File: src/include/rx_params.svh
`ifndef RX_PARAMS_SVH
`define RX_PARAMS_SVH

// receive FIFO depth in entries, a power of two.
`define RX_FIFO_DEPTH 8

// Wishbone word addresses of the register map.
`define RX_REG_CTRL     4'h0
`define RX_REG_DIV_LS   4'h1
`define RX_REG_DIV_HS   4'h2
`define RX_REG_IDLE_LEN 4'h3
`define RX_REG_STATUS   4'h4
`define RX_REG_DATA     4'h5

`define RX_WB_AW 4
`define RX_WB_DW 32

// CRC-16/MODBUS, reflected form shifted in LSB first.
`define RX_CRC_POLY 16'hA001
`define RX_CRC_INIT 16'hFFFF

`endif

File: src/logic/rx_pkg.sv
`include "rx_params.svh"

package rx_pkg;

    // request from the Wishbone master to the register block.
    typedef struct packed {
        logic                  cyc;
        logic                  stb;
        logic                  we;
        logic [`RX_WB_AW-1:0]  adr;
        logic [`RX_WB_DW-1:0]  dat;
    } wb_req_t;

    // response back to the master.
    typedef struct packed {
        logic [`RX_WB_DW-1:0]  dat;
        logic                  ack;
    } wb_rsp_t;

    // one received byte and the running CRC after it.
    // crc sits above data so the entry maps straight onto the DATA register.
    typedef struct packed {
        logic [15:0]           crc;
        logic [7:0]            data;
    } rx_entry_t;

endpackage

File: src/logic/baud_rate.sv
`timescale 1ns/1ps

module baud_rate (
    input  logic        clk,
    input  logic        reset_n,
    input  logic        sync,
    input  logic [15:0] div_ls,
    input  logic [15:0] div_hs,
    input  logic        sel,
    output logic        inc,
    output logic        cap
);

    logic [15:0] cnt;
    logic [15:0] div;

    assign div = sel ? div_hs : div_ls; // sel high picks the data rate.

    always_ff @(posedge clk or negedge reset_n) begin
        if (!reset_n) begin
            cnt <= '0;
        end else if (sync || cnt >= div) begin
            cnt <= '0; // also wraps if sel moved to a shorter period.
        end else begin
            cnt <= cnt + 16'd1;
        end
    end

    // both strobes stay quiet while the count is being restarted.
    assign inc = !sync && (cnt >= div);
    assign cap = !sync && (cnt == {1'b0, div[15:1]}); // middle of the bit.

endmodule

File: src/logic/serial_crc.sv
`timescale 1ns/1ps
`include "rx_params.svh"

module serial_crc (
    input  logic        clk,
    input  logic        reset_n,
    input  logic        clean,
    input  logic        data_clk,
    input  logic        data_in,
    output logic [15:0] crc_out
);

    logic feedback;

    assign feedback = crc_out[0] ^ data_in;

    always_ff @(posedge clk or negedge reset_n) begin
        if (!reset_n) begin
            crc_out <= `RX_CRC_INIT;
        end else if (clean) begin
            crc_out <= `RX_CRC_INIT;
        end else if (data_clk) begin
            // reflected register, so the shift goes toward bit 0.
            crc_out <= {1'b0, crc_out[15:1]} ^ (feedback ? `RX_CRC_POLY : 16'h0000);
        end
    end

endmodule

File: src/logic/rx_des.sv
`timescale 1ns/1ps

module rx_des (
    input  logic              clk,
    input  logic              reset_n,
    input  logic [15:0]       div_ls,
    input  logic [15:0]       div_hs,
    input  logic [7:0]        idle_wait_len,
    input  logic              force_wait_idle,
    input  logic              rx,
    output logic              bus_idle,
    output logic              rx_break,
    output rx_pkg::rx_entry_t entry,
    output logic              data_clk
);

    localparam logic [3:0] WAIT_IDLE = 4'b0001;
    localparam logic [3:0] WAIT_DATA = 4'b0010;
    localparam logic [3:0] BUS_IDLE  = 4'b0100;
    localparam logic [3:0] DATA      = 4'b1000;

    logic [3:0]  state;
    logic [1:0]  rx_d;
    logic        rx_s;
    logic [7:0]  idle_cnt;
    logic        idle_done;
    logic [3:0]  bit_cnt; // 0 is the start bit, 9 the stop bit.
    logic [7:0]  shift;
    logic        first_byte;
    logic        baud_sync;
    logic        baud_sel;
    logic        bit_inc;
    logic        bit_cap;
    logic        data_bit;
    logic        bit_err;
    logic        byte_end;
    logic        crc_clk;
    logic [15:0] crc_val;

    // rx comes straight off the transceiver.
    always_ff @(posedge clk or negedge reset_n) begin
        if (!reset_n) begin
            rx_d <= 2'b11; // line idles high.
        end else begin
            rx_d <= {rx_d[0], rx};
        end
    end

    assign rx_s      = rx_d[1];
    assign bus_idle  = (state == BUS_IDLE);
    assign idle_done = (idle_cnt >= idle_wait_len);

    // outside a byte the counter follows every low level of the line, so a start edge
    // begins the bit period from zero.
    assign baud_sync = (state != DATA) && (!rx_s || state == BUS_IDLE);
    assign baud_sel  = (state == DATA) ? !first_byte : 1'b1;

    assign bit_err  = (state == DATA) && bit_cap && (bit_cnt == 4'd0) && rx_s;
    assign byte_end = (state == DATA) && bit_cap && (bit_cnt == 4'd9);
    assign data_bit = (state == DATA) && bit_cap && (bit_cnt >= 4'd1) && (bit_cnt <= 4'd8);

    always_ff @(posedge clk or negedge reset_n) begin
        if (!reset_n) begin
            state      <= WAIT_IDLE;
            first_byte <= 1'b1;
        end else if (force_wait_idle) begin
            state <= WAIT_IDLE;
        end else begin
            case (state)
                WAIT_IDLE: begin
                    first_byte <= 1'b1;
                    if (idle_done) begin
                        state <= BUS_IDLE;
                    end
                end
                WAIT_DATA: begin
                    if (!rx_s) begin
                        state <= DATA; // next byte of the same frame.
                    end else if (idle_done) begin
                        state <= BUS_IDLE;
                    end
                end
                BUS_IDLE: begin
                    first_byte <= 1'b1;
                    if (!rx_s) begin
                        state <= DATA;
                    end
                end
                DATA: begin
                    if (bit_err) begin
                        state <= WAIT_IDLE; // glitch, not a real start bit.
                    end else if (byte_end) begin
                        state      <= rx_s ? WAIT_DATA : WAIT_IDLE;
                        first_byte <= 1'b0;
                    end
                end
                default: state <= WAIT_IDLE;
            endcase
        end
    end

    // idle bit times, saturating at the programmed length.
    always_ff @(posedge clk or negedge reset_n) begin
        if (!reset_n) begin
            idle_cnt <= '0;
        end else if (state == DATA || !rx_s) begin
            idle_cnt <= '0;
        end else if (bit_inc && !idle_done) begin
            idle_cnt <= idle_cnt + 8'd1;
        end
    end

    always_ff @(posedge clk or negedge reset_n) begin
        if (!reset_n) begin
            bit_cnt  <= '0;
            data_clk <= 1'b0;
            rx_break <= 1'b0;
            crc_clk  <= 1'b0;
        end else begin
            data_clk <= 1'b0;
            rx_break <= 1'b0;
            crc_clk  <= data_bit;
            if (state != DATA || force_wait_idle) begin
                bit_cnt <= '0; // a forced idle drops whatever was half received.
            end else if (bit_cap) begin
                if (bit_cnt == 4'd9) begin
                    bit_cnt  <= '0;
                    data_clk <= rx_s;
                    rx_break <= !rx_s; // low stop bit.
                end else begin
                    bit_cnt <= bit_cnt + 4'd1;
                end
            end
        end
    end

    always_ff @(posedge clk) begin
        if (data_bit) begin
            shift <= {rx_s, shift[7:1]}; // LSB arrives first.
        end
    end

    baud_rate u_baud_rate (
        .clk     (clk),
        .reset_n (reset_n),
        .sync    (baud_sync),
        .div_ls  (div_ls),
        .div_hs  (div_hs),
        .sel     (baud_sel),
        .inc     (bit_inc),
        .cap     (bit_cap)
    );

    // the bit shifted in one cycle ago now sits at shift[7].
    serial_crc u_serial_crc (
        .clk      (clk),
        .reset_n  (reset_n),
        .clean    (state == BUS_IDLE),
        .data_clk (crc_clk),
        .data_in  (shift[7]),
        .crc_out  (crc_val)
    );

    assign entry.data = shift;
    assign entry.crc  = crc_val;

endmodule

File: src/logic/rx_fifo.sv
`timescale 1ns/1ps
`include "rx_params.svh"

module rx_fifo (
    input  logic              clk,
    input  logic              reset_n,
    input  logic              wr,
    input  rx_pkg::rx_entry_t wr_entry,
    input  logic              rd,
    output rx_pkg::rx_entry_t rd_entry,
    output logic [3:0]        count,
    output logic              overflow,
    input  logic              clr_overflow
);

    import rx_pkg::*;

    localparam int DEPTH = `RX_FIFO_DEPTH;
    localparam int AW    = $clog2(DEPTH);

    rx_entry_t      mem [DEPTH];
    logic [AW-1:0]  wr_ptr;
    logic [AW-1:0]  rd_ptr;
    logic           full;
    logic           empty;
    logic           do_wr;
    logic           do_rd;

    assign full  = (count == 4'(DEPTH));
    assign empty = (count == 4'd0);
    assign do_wr = wr && !full;
    assign do_rd = rd && !empty;

    always_ff @(posedge clk) begin
        if (do_wr) begin
            mem[wr_ptr] <= wr_entry;
        end
    end

    // pointers wrap on their own since the depth is a power of two.
    always_ff @(posedge clk or negedge reset_n) begin
        if (!reset_n) begin
            wr_ptr <= '0;
            rd_ptr <= '0;
            count  <= '0;
        end else begin
            if (do_wr) begin
                wr_ptr <= wr_ptr + AW'(1);
            end
            if (do_rd) begin
                rd_ptr <= rd_ptr + AW'(1);
            end
            count <= count + 4'(do_wr) - 4'(do_rd);
        end
    end

    always_ff @(posedge clk or negedge reset_n) begin
        if (!reset_n) begin
            overflow <= 1'b0;
        end else if (wr && full) begin
            overflow <= 1'b1; // a new drop wins over a clear in the same cycle.
        end else if (clr_overflow) begin
            overflow <= 1'b0;
        end
    end

    assign rd_entry = mem[rd_ptr];

endmodule

File: src/logic/rx_wb_regs.sv
`timescale 1ns/1ps
`include "rx_params.svh"

module rx_wb_regs (
    input  logic              clk,
    input  logic              reset_n,
    input  rx_pkg::wb_req_t   wb_req,
    output rx_pkg::wb_rsp_t   wb_rsp,
    output logic [15:0]       div_ls,
    output logic [15:0]       div_hs,
    output logic [7:0]        idle_wait_len,
    output logic              force_wait_idle,
    input  logic              bus_idle,
    input  logic              rx_break,
    input  logic [3:0]        fifo_count,
    input  rx_pkg::rx_entry_t fifo_head,
    input  logic              fifo_overflow,
    output logic              fifo_pop,
    output logic              clr_overflow
);

    localparam int DW = `RX_WB_DW;

    logic          ack;
    logic [DW-1:0] rd_dat;
    logic [DW-1:0] rd_mux;
    logic          acc;
    logic          wr_acc;
    logic          rd_acc;
    logic          break_flag;
    logic          fifo_nempty;

    // a new access is taken once, the cycle before its ack.
    assign acc         = wb_req.cyc && wb_req.stb && !ack;
    assign wr_acc      = acc && wb_req.we;
    assign rd_acc      = acc && !wb_req.we;
    assign fifo_nempty = (fifo_count != 4'd0);

    always_comb begin
        rd_mux = '0;
        case (wb_req.adr)
            `RX_REG_DIV_LS:   rd_mux = DW'(div_ls);
            `RX_REG_DIV_HS:   rd_mux = DW'(div_hs);
            `RX_REG_IDLE_LEN: rd_mux = DW'(idle_wait_len);
            `RX_REG_STATUS:   rd_mux = DW'({fifo_count, 4'b0000, break_flag, fifo_overflow,
                                            fifo_nempty, bus_idle});
            `RX_REG_DATA:     rd_mux = fifo_nempty ? DW'(fifo_head) : '0;
            default:          rd_mux = '0; // CTRL reads as zero.
        endcase
    end

    always_ff @(posedge clk or negedge reset_n) begin
        if (!reset_n) begin
            ack             <= 1'b0;
            div_ls          <= '0;
            div_hs          <= '0;
            idle_wait_len   <= '0;
            force_wait_idle <= 1'b0;
            fifo_pop        <= 1'b0;
            clr_overflow    <= 1'b0;
        end else begin
            ack             <= acc;
            force_wait_idle <= wr_acc && (wb_req.adr == `RX_REG_CTRL) && wb_req.dat[0];
            clr_overflow    <= wr_acc && (wb_req.adr == `RX_REG_STATUS) && wb_req.dat[2];
            // pop lands in the ack cycle, after the head has been captured.
            fifo_pop        <= rd_acc && (wb_req.adr == `RX_REG_DATA) && fifo_nempty;
            if (wr_acc) begin
                case (wb_req.adr)
                    `RX_REG_DIV_LS:   div_ls        <= wb_req.dat[15:0];
                    `RX_REG_DIV_HS:   div_hs        <= wb_req.dat[15:0];
                    `RX_REG_IDLE_LEN: idle_wait_len <= wb_req.dat[7:0];
                    default: ;
                endcase
            end
        end
    end

    always_ff @(posedge clk or negedge reset_n) begin
        if (!reset_n) begin
            break_flag <= 1'b0;
        end else if (rx_break) begin
            break_flag <= 1'b1;
        end else if (wr_acc && wb_req.adr == `RX_REG_STATUS && wb_req.dat[3]) begin
            break_flag <= 1'b0; // write one to clear.
        end
    end

    always_ff @(posedge clk) begin
        if (rd_acc) begin
            rd_dat <= rd_mux;
        end
    end

    assign wb_rsp.ack = ack;
    assign wb_rsp.dat = rd_dat;

endmodule

File: src/logic/cdbus_rx_top.sv
`timescale 1ns/1ps

module cdbus_rx_top (
    input  logic            clk,
    input  logic            reset_n,
    input  logic            rx,
    input  rx_pkg::wb_req_t wb_req,
    output rx_pkg::wb_rsp_t wb_rsp,
    output logic            bus_idle
);

    import rx_pkg::*;

    logic [15:0] div_ls;
    logic [15:0] div_hs;
    logic [7:0]  idle_wait_len;
    logic        force_wait_idle;
    logic        rx_break;
    rx_entry_t   rx_entry;
    logic        data_clk;
    rx_entry_t   fifo_head;
    logic [3:0]  fifo_count;
    logic        fifo_overflow;
    logic        fifo_pop;
    logic        clr_overflow;

    rx_des u_rx_des (
        .clk             (clk),
        .reset_n         (reset_n),
        .div_ls          (div_ls),
        .div_hs          (div_hs),
        .idle_wait_len   (idle_wait_len),
        .force_wait_idle (force_wait_idle),
        .rx              (rx),
        .bus_idle        (bus_idle),
        .rx_break        (rx_break),
        .entry           (rx_entry),
        .data_clk        (data_clk)
    );

    rx_fifo u_rx_fifo (
        .clk          (clk),
        .reset_n      (reset_n),
        .wr           (data_clk),
        .wr_entry     (rx_entry),
        .rd           (fifo_pop),
        .rd_entry     (fifo_head),
        .count        (fifo_count),
        .overflow     (fifo_overflow),
        .clr_overflow (clr_overflow)
    );

    rx_wb_regs u_rx_wb_regs (
        .clk             (clk),
        .reset_n         (reset_n),
        .wb_req          (wb_req),
        .wb_rsp          (wb_rsp),
        .div_ls          (div_ls),
        .div_hs          (div_hs),
        .idle_wait_len   (idle_wait_len),
        .force_wait_idle (force_wait_idle),
        .bus_idle        (bus_idle),
        .rx_break        (rx_break),
        .fifo_count      (fifo_count),
        .fifo_head       (fifo_head),
        .fifo_overflow   (fifo_overflow),
        .fifo_pop        (fifo_pop),
        .clr_overflow    (clr_overflow)
    );

endmodule

File: config.mk
export PLATFORM = sky130hd
export DESIGN_NAME = cdbus_rx_top
export DESIGN_NICKNAME = d
export VERILOG_FILES = /design/src/logic/rx_pkg.sv /design/src/logic/baud_rate.sv /design/src/logic/serial_crc.sv /design/src/logic/rx_des.sv /design/src/logic/rx_fifo.sv /design/src/logic/rx_wb_regs.sv /design/src/logic/cdbus_rx_top.sv
export VERILOG_INCLUDE_DIRS = /design/src /design/src/include
export SDC_FILE = /design/constraint.sdc
export NUM_CORES = 1
export LEC_CHECK = 0
export ABC_AREA = 1
export CAP_MARGIN = 5
export CORE_MARGIN = 1.5
export CORE_UTILIZATION = 64
export CTS_BUF_LIST = sky130_fd_sc_hd__clkbuf_16
export DETAILED_ROUTE_END_ITERATION = 6
export DONT_BUFFER_PORTS = 1
export PLACE_DENSITY = 0.79
export SLEW_MARGIN = 0
export SYNTH_ARGS = -nofsm -noshare
export SYNTH_HDL_FRONTEND = slang
export SYNTH_SLANG_ARGS = --single-unit
File: constraint.sdc
create_clock -name clk -period 4.3 [get_ports clk]
set_input_delay 0.645 -clock clk [delete_from_list [all_inputs] [get_ports clk]]
set_output_delay 0.645 -clock clk [all_outputs]
set_load 0.005 [all_outputs]
---- Word-level counts from Yosys, hierarchy flattened ----
Memory sizes are Yosys's and may differ from the RTL's.
Index checks and enable logic that the tools add are counted.
word-level totals
  bits in registers ....................... 150
  bits in latches ......................... 0
  bits in writable memories ............... 192
  ROM bits ................................ 0
  memories ................................ 1
memory list
  name           depth  width  rd ports  clocked after Yosys merged registers in  wr ports  line           source
  u_rx_fifo.mem  8      24     1         0                                        1         rx_fifo.sv:21  rx_entry_t mem [DEPTH];
operators by class
  add/subtract/negate cells ............... 7
  $mul .................................... 0
  divide/modulo/power cells ............... 0
  magnitude comparators ................... 4
  equal/unequal tests ..................... 17
  shift operators ......................... 0
  muxes and demuxes ....................... 36
  bitwise logic cells ..................... 3
  reduce and logical (&&, ||, !) cells .... 52
operators with widths
  cell                                            number
  case mux 32 bit (5 select lines)                1
  2-to-1 mux 16 bit                               5
  2-to-1 mux 4 bit                                9
  logical AND 1 bit                               24
  2-to-1 mux 24 bit                               1
  adder 16 x 1 -> 16 bit (second input constant)  1
  == test 16 x 15 -> 1 bit                        1
  >= comparator 16 bit                            1
  2-to-1 mux 8 bit                                2
  case mux 4 bit (4 select lines)                 1
  bitwise XOR 15 x 16 -> 16 bit                   1
  2-to-1 mux 1 bit                                15
  == test 4 x 2 -> 1 bit (second input constant)  3
  == test 4 x 3 -> 1 bit (second input constant)  3
  == test 4 bit (second input constant)           3
  zero test 4 bit                                 3
  nonzero test 2 bit                              6
  adder 8 x 1 -> 8 bit (second input constant)    1
  == test 4 x 1 -> 1 bit (second input constant)  2
  >= comparator 8 bit                             1
  zero test 1 bit                                 8
  AND reduction 2 bit                             4
  adder 3 x 1 -> 3 bit (second input constant)    2
  adder 4 x 1 -> 4 bit                            1
  other kinds (17)                                20

---- Depth between registers and ports, before layout ----
Gate-level depths: netlist (run 1).
  depth after elaboration ................. 11
  depth in mapped cells ................... 21
  gate-level depth less buffers ........... 20

---- Cells and area by module ----
Synthesis (run 1) repeated with hierarchy kept, for this count alone.
unflattened totals
  cells, all modules ...................... 1,786
  area total of the unflattened synthesis .. 16,492.1 um2
by module, submodules not included
  module      times used  cells an instance  area each (um2)  seq. area each (um2)
  rx_fifo     1           902                9,009.9          6,040.8
  rx_wb_regs  1           338                3,315.7          1,846.8
  baud_rate   1           273                1,730.4          400.4
  rx_des      1           205                1,687.9          795.8
  serial_crc  1           68                 748.2            420.4

---- Worst setup path after synthesis (run 1) ----
OpenSTA, ideal clock, no wires.
  kind .................................... input -> register
  from .................................... in wb_req[36] (netlist bit)
  to ...................................... reg u_rx_wb_regs.rd_dat[0] (enable)
  library setup time ...................... 0.470 ns
  arrival ................................. 3.134 ns
  data required time ...................... 3.830 ns
  setup slack ............................. 0.696 ns
  stages .................................. 1
  cell sequence ........................... nor4_1
on the way
  word-level cells in the longest chain between the ends .. 2
RTL lines
  item                  line               source
  start, declared       cdbus_rx_top.sv:7  input rx_pkg::wb_req_t wb_req,
  zero test 1 bit       rx_wb_regs.sv:36   assign rd_acc = acc && !wb_req.we;
  logical AND 1 bit     rx_wb_regs.sv:36
  end signal, assigned  rx_wb_regs.sv:90   rd_dat <= rd_mux;
  end, declared         rx_wb_regs.sv:25   logic [DW-1:0] rd_dat;
No other way between the ends.
A chain may end at the register's enable or synchronous reset.

---- Final worst setup path (run 1) ----
  from .................................... reg u_rx_des.state[2]
  to ...................................... reg u_rx_des.idle_cnt[4]
on the way
  word-level cells in the longest chain between the ends .. 7
  elaborated cells between the ends (all ways) .. 14
  those cells by class .................... order compare (1); eq/ne (3); mux (3); reduce/logical (7)
RTL lines
  item                                                            line                                       source
  start, declared                                                 rx_des.sv:22                               logic [3:0] state;
  start signal, assigned                                          rx_des.sv:93                               state <= rx_s ? WAIT_DATA : WAIT_IDLE;
  == test 4 bit / == test 4 x 3 -> 1 bit (equally long branches)  rx_des.sv:56, rx_des.sv:106, rx_des.sv:55
  2-to-1 mux 1 bit / logical OR 1 bit (equally long branches)     rx_des.sv:56, rx_des.sv:55
  2-to-1 mux 16 bit / logical AND 1 bit (equally long branches)   baud_rate.sv:17, rx_des.sv:55
  >= comparator 16 bit / zero test 1 bit (equally long branches)  baud_rate.sv:30                            assign inc = !sync && (cnt >= div);
  logical AND 1 bit                                               baud_rate.sv:30
  logical AND 1 bit                                               rx_des.sv:108                              end else if (bit_inc && !idle_done) begin
  nonzero test 2 bit (no line)                                    n/a
  end signal, assigned                                            rx_des.sv:109                              idle_cnt <= idle_cnt + 8'd1;
  end, declared                                                   rx_des.sv:25                               logic [7:0] idle_cnt;
Parallel ways exist; a longest one is shown, timed or not.

==> run_results.csv, run 1 <==
group,metric,value,unit
logic_synthesis,syn_avg_cell_area,10.5,µm²
global_route,grt-ovfl-total,0,
timing,setup_viol,0,
finish,area_growth,9.88,%
timing,drv_slew,0,
logic_synthesis,yosysWarnings,0,
floorplanning,die_w,156,µm
clocking,clock_tree.root_cell,"clkbuf_16",
global_route,antenna_found_initial,0,
power,p_per_area,467,nW/µm²
logic_synthesis,synth-main-ff-cell,"edfxtp_1",
placed_design,hpwl,21700,µm
placed_design,gp_congestion,0.935,
logic_synthesis,netlist_instances,1425,
logic_synthesis,synth_edf_count,224,
clocking,numCtsBuffers,35,
logic_synthesis,synth.top_cell.area_share,0.450,
global_route,grt_pass1_wl,55800,µm
route,drt-total-wl,35700,µm
placed_design,portBuffers,0,
timing,fin_skew,0.0169,ns
global_route,grt_pass1_vias,10300,
clocking,cts_sinks,334,
logic_synthesis,synth_cell_types,46,
global_route,grt_max_degree,111,
floorplanning,start_util,0.656,
finish,layout_common_cells,"229 x nand2_1, 224 x edfxtp_1, 181 x nor2_1",
power,ir_drop,391,µV
power,cellLeakagePower,0.00606,µW
clocking,path_clk_slew,0.06,ns
timing,period_needed,3.49,ns
worst_setup_path,worstSetupStartpointType,"register",
route,via_count,10900,
route,drcViolationCount,0,
route,drt_iter0_drc,1295,
clocking,htree_num_levels,2,
timing,hold_viol,0,
finish,diodes,0,
clocking,clock_path_buffers,3,
outcome,status,"complete, no violations",
logic_synthesis,syn_area,14900,µm²
worst_setup_path,cp-end-kind,"register",
logic_synthesis,synth_area_leaders,"edfxtp_1 45%, dfrtp_1 15%, nand2_1 5.8%",
global_route,grt_use_total,0.303,
worst_setup_path,cp_max_fo,23,
timing,tightest_slew,0.981,ns
logic_synthesis,ys_seq_elements,334,
finish,fin_nets,1500,
route,vias_per_cell,6.17,
timing,slew-limit-headroom,0.344,
min_path,hp-class,"in2async",
route,postRouteAntennaNets,0,
timing,rsz0062_at_grt,"no",
logic_synthesis,yosys.area.top_type,"edfxtp_1",
job,drv_cap,0,
floorplanning,die_h,156,µm
floorplanning,core-area,22800,µm²
floorplanning,fp-row-count,55,
worst_setup_path,reg2reg_slack,0.81,ns
floorplanning,ioPinCount,76,
floorplanning,die_area,24300,µm²
route,wl_per_cell,20.2,µm
clocking,cts_tree,"built",
clocking,clk_latency,0.54,ns
power,total_power,7660,µW
finish,postLayoutCellArea,16400,µm²
timing,fin_tns_setup,0,ns
timing,max_freq,287,MHz
route,firstDrtPassIters,6,
placed_design,place_area,15200,µm²
worst_setup_path,critical_path_class,"reg2reg",
timing,period_share,0.812,
logic_synthesis,synthArstFlopShare,0.329,
finish,final_common_cell,"nand2_1",
worst_setup_path,required,4.72,ns
finish,drive_above_1_share,0.0931,
worst_setup_path,cp_data_arrival_time,3.91,ns
logic_synthesis,ys_seq_area_frac,0.636,
==> worst max-delay path, cell delays in order (launching register included) <==
cell and delay (ns):
dfrtp_1 0.44, nor2_4 0.47, nand3_2 0.13, buf_4 0.25, nand2_1 0.10, nand2_1 0.06, ha_1 0.26, o21ai_0 0.06
a21boi_0 0.09, o21ai_0 0.16, nand2_1 0.11, nand2_1 0.07, nand2_1 0.05, nand2_1 0.05, nand2_1 0.05, nand2_1 0.06
nand2_1 0.23, nand2_1 0.36, nand2_1 0.19, nand2_1 0.12, nand2_1 0.05
==> layout make-up <==
| cell class | count | area (µm²) |
|---|---|---|
| Sequential cell | 334 | 9510 |
| Fill cell | 1530 | 6370 |
| Timing Repair Buffer | 23 | 193 |
| Multi-Input combinational cell | 899 | 4690 |
| Clock inverter | 29 | 270 |
| Clock buffer | 35 | 876 |
| Inverter | 130 | 488 |
| Tap cell | 313 | 392 |
==> metrics by stage <==
stage | util | worst slack, ns | hold WS, ns | std cells
after global placement | 0.669 | 0.970 | 0.346 | 1698
after floorplan | - | 0.696 | 0.345 | 1432
after detailed placement | 0.669 | 0.920 | 0.355 | 1698
final | 0.720 | 0.810 | 0.0669 | 1763
after CTS | 0.720 | 0.917 | 0.0865 | 1763
after global routing | 0.720 | 0.448 | 0.0913 | 1763
==> registers in the layout, summed over array words and instances (netlist names), 8 cells and up <==
register,cells
u_rx_des.idle_cnt,8
u_rx_des.shift,8
u_rx_des.u_baud_rate.cnt,16
u_rx_des.u_serial_crc.crc_out,16
u_rx_fifo.mem,192
u_rx_wb_regs.div_hs,16
u_rx_wb_regs.div_ls,16
u_rx_wb_regs.idle_wait_len,8
u_rx_wb_regs.rd_dat,24
==> final timing paths <==
path	startpoint	end	depth (start not counted)
max	u_rx_des.state[2]$_DFFE_PN0P_	u_rx_des.idle_cnt[4]$_DFFE_PN0P_	20
min	reset_n	u_rx_des.crc_clk$_DFF_PN0_	1
max reg2reg	u_rx_des.state[2]$_DFFE_PN0P_	u_rx_des.idle_cnt[4]$_DFFE_PN0P_	20
min reg2reg	u_rx_des.rx_d[0]$_DFF_PN1_	u_rx_des.rx_d[1]$_DFF_PN1_	0
max in group asynchronous	reset_n	u_rx_fifo.rd_ptr[0]$_DFFE_PN0P_	1
min in group clk	rx	u_rx_des.rx_d[0]$_DFF_PN1_	0
==> kinds of logic after synthesis <==
kind of cell	share of synthesized area
muxes	0.000754
other	0.000251
xor gates and xnor gates	0.0117
buffers and inverters	0.0538
and+or+nand+nor	0.161
DFF	0.636
AOI/OAI and AO/OA	0.106
adders and majority gates	0.0298
==> metal layers <==
layer | up-vias | track usage | share of wire
li1 | 4937 | - | -
met4 | 0 | 0.107 | 0.026
met2 | 633 | 0.473 | 0.46
met1 | 5233 | 0.436 | 0.41
met5 | - | 0 | 0
met3 | 76 | 0.0511 | 0.10
==> Yosys cell counts, types with 4 or more instances <==
cell       count
edfxtp_1     224
buf_2          6
nand2_2       12
o2111ai_1      5
dfstp_2       20
nand3_1       71
o221ai_1      36
ha_1          34
xor2_1        17
nor4_1        10
nor3_1         7
nor2_1       189
nand3b_1       4
a21oi_1       31
buf_4         11
clkbuf_1      50
nand2_1      229
nand4_1       27
o22ai_1       21
dfrtp_1       90
inv_1        126
a221oi_1       4
o21ai_0      164
==> timing repair <==
action | 4_1_cts | 5_1_grt
endpoints found under the hold margin | 110 | 0
resized for setup | 0 | 0
buffers inserted | 0 | 0
hold buffers | 1 | 0
==> where the power goes <==
group / internal, µW / switching (µW)
Sequential: 3530 / 113
Clock: 1700 / 1290
Combinational: 298 / 738
Total: 5520 / 2140
(Power assumes the default switching activity.)
==> run 2: changes to the inputs <==
==> constraint.sdc (replaced) <==
create_clock -name clk -period 3.56 [get_ports clk]
set_input_delay 0.534 -clock clk [delete_from_list [all_inputs] [get_ports clk]]
set_output_delay 0.534 -clock clk [all_outputs]
set_load 0.005 [all_outputs]
==> run_results.csv, run 2 (synthesized netlist as in run 1, its figures left out) <==
group,metric,value,unit
finish,layout_common_cells,"229 x nand2_1, 224 x edfxtp_1, 181 x nor2_1",
global_route,grt_pass1_vias,10100,
timing,fin_tns_setup,0,ns
outcome,status,"complete, no violations",
finish,biggestRegsByFlops,"u_rx_fifo.mem (192), u_rx_wb_regs.rd_dat (24)",
clocking,cts_resized,0,
worst_setup_path,critical_path_class,"reg2reg",
global_route,grt-ovfl-total,0,
route,vias_per_cell,6.08,
power,total_power,9090,µW
clocking,numCtsBuffers,35,
timing,whs,0.161,ns
timing,slew-limit-headroom,0.377,
timing,hold_viol,0,
clocking,cts_setup_buffers,0,
placed_design,hpwl,22200,µm
timing,period_share,0.917,
route,postRouteAntennaNets,0,
worst_setup_path,cp-end-kind,"register",
power,cellLeakagePower,0.00608,µW
route,drcViolationCount,0,
worst_setup_path,cp_max_fo,21,
timing,rsz0062_at_grt,"no",
power,clockPowerShare,0.372,
finish,largest_reg_flops,192,
power,pwr-share-comb,0.144,
clocking,clock_path_buffers,3,
power,ir_drop,510,µV
finish,regMostFlops,"u_rx_fifo.mem",
global_route,grt_max_degree,111,
finish,fin_nets,1509,
power,p_per_area,554,nW/µm²
floorplanning,fp-row-count,55,
floorplanning,die_area,24300,µm²
power,switchingPower,2550,µW
floorplanning,ioPinCount,76,
worst_setup_path,worstSetupStartpointType,"register",
global_route,grt_pass1_wl,55900,µm
floorplanning,start_util,0.656,
route,via_count,10800,
floorplanning,die_w,156,µm
timing,fin_skew,0.0222,ns
min_path,hp-class,"in2reg",
worst_setup_path,required,3.97,ns
route,drt_iter0_drc,1378,
clocking,cts_sinks,334,
global_route,antenna_found_initial,0,
clocking,cts_tree,"built",
placed_design,place_area,15300,µm²
power,seq_power_share,0.484,
finish,final_common_cell,"nand2_1",
timing,setup_viol,0,
finish,postLayoutCellArea,16400,µm²
timing,tightest_slew,0.933,ns
finish,diodes,0,
timing,drv_slew,0,
placed_design,portBuffers,0,
route,wl_per_cell,20.2,µm
timing,period_needed,3.26,ns
finish,drive_above_1_share,0.0932,
clocking,clock_tree.root_cell,"clkbuf_16",
floorplanning,core-area,22800,µm²
clocking,path_clk_slew,0.06,ns
job,drv_cap,0,
floorplanning,die_h,156,µm
timing,max_freq,306,MHz
placed_design,gp_congestion,0.971,
route,firstDrtPassIters,5,
worst_setup_path,cp_data_arrival_time,3.68,ns
power,p_sw_frac,0.281,
route,drt-total-wl,35800,µm
global_route,grt_use_total,0.303,
power,p_int,6540,µW
clocking,htree_num_levels,2,
finish,area_growth,9.85,%
clocking,clk_latency,0.53,ns
[run 2: cell count changes in the layout (fill, tap and decap cells not counted), sizes merged]
cell	before	now
buf	23	30
inv	136	139
bufinv	3	1
dlygate4sd3	0	2
clkinv	18	17
[run 2: power by group through the flow]
stage               combinational (µW)  sequential, µW  clock [µW]
floorplan                          913            4420           0
global placement                  1200            4460           0
detailed placement                1240            4470           0
CTS                               1280            4390        3410
global route                      1470            4410        3540
finish                            1310            4400        3380
[run 2: stage by stage]
step	worst slack, ns	std cells	utilization
floorplan	0.0670	1432	-
global placement	0.481	1705	0.671
detailed placement	0.418	1705	0.671
CTS	0.400	1772	0.720
global route	0.0655	1772	0.720
finish	0.295	1772	0.720
[run 2: worst paths after layout]
kind	to	start	cells after the start	slack, ns
setup / recovery	u_rx_des.idle_cnt[3]$_DFFE_PN0P_	u_rx_des.state[2]$_DFFE_PN0P_	20	0.30
hold / removal	u_rx_wb_regs.div_ls[10]$_DFFE_PN0P_	wb_req[10]	2	0.16
setup reg to reg	u_rx_des.idle_cnt[3]$_DFFE_PN0P_	u_rx_des.state[2]$_DFFE_PN0P_	20	0.30
hold reg to reg	u_rx_des.rx_d[1]$_DFF_PN1_	u_rx_des.rx_d[0]$_DFF_PN1_	0	0.35
max in group asynchronous	u_rx_fifo.rd_ptr[0]$_DFFE_PN0P_	reset_n	2	2.44
min in group asynchronous	u_rx_des.crc_clk$_DFF_PN0_	reset_n	2	0.67
[run 2: layout make-up]
| cell class | count | area [µm²] |
|---|---|---|
| repair buffers | 32 | 265 |
| flip-flops and latches | 334 | 9510 |
| multi-input cells | 899 | 4690 |
| clock inverters | 29 | 194 |
| well taps | 313 | 392 |
| fillers | 1560 | 6370 |
| clock buffers | 35 | 876 |
| inverters | 130 | 488 |
[run 2: worst max-delay path, stage by stage, from the launching register on]
cell      delay (ns)
dfrtp_1         0.45
nor2_4          0.31
nand3_2         0.13
buf_4           0.25
nand2_1         0.12
nand2_1         0.06
ha_1            0.26
o21ai_0         0.07
a21boi_0        0.11
o21ai_0         0.17
nand2_1         0.11
nand2_1         0.07
nand2_1         0.05
nand2_1         0.05
nand2_1         0.05
nand2_1         0.05
nand2_1         0.17
nand2_1         0.32
nand2_1         0.20
nand2_1         0.10
nand2_1         0.05
[run 2: what timing repair did]
action	CTS	global route
hold buffers	3	0
setup endpoints to repair	0	0
endpoints found under the hold margin	111	0
[run 2: routing by layer]
layer / vias to the layer above / track usage / routed length, µm / share of wire
met3: 73 / 0.0581 / 3410 / 0.095
met1: 5194 / 0.442 / 14800 / 0.41
met2: 546 / 0.467 / 16800 / 0.47
met5: - / 0 / 0 / 0
li1: 4952 / - / - / -
met4: 0 / 0.0912 / 828 / 0.023
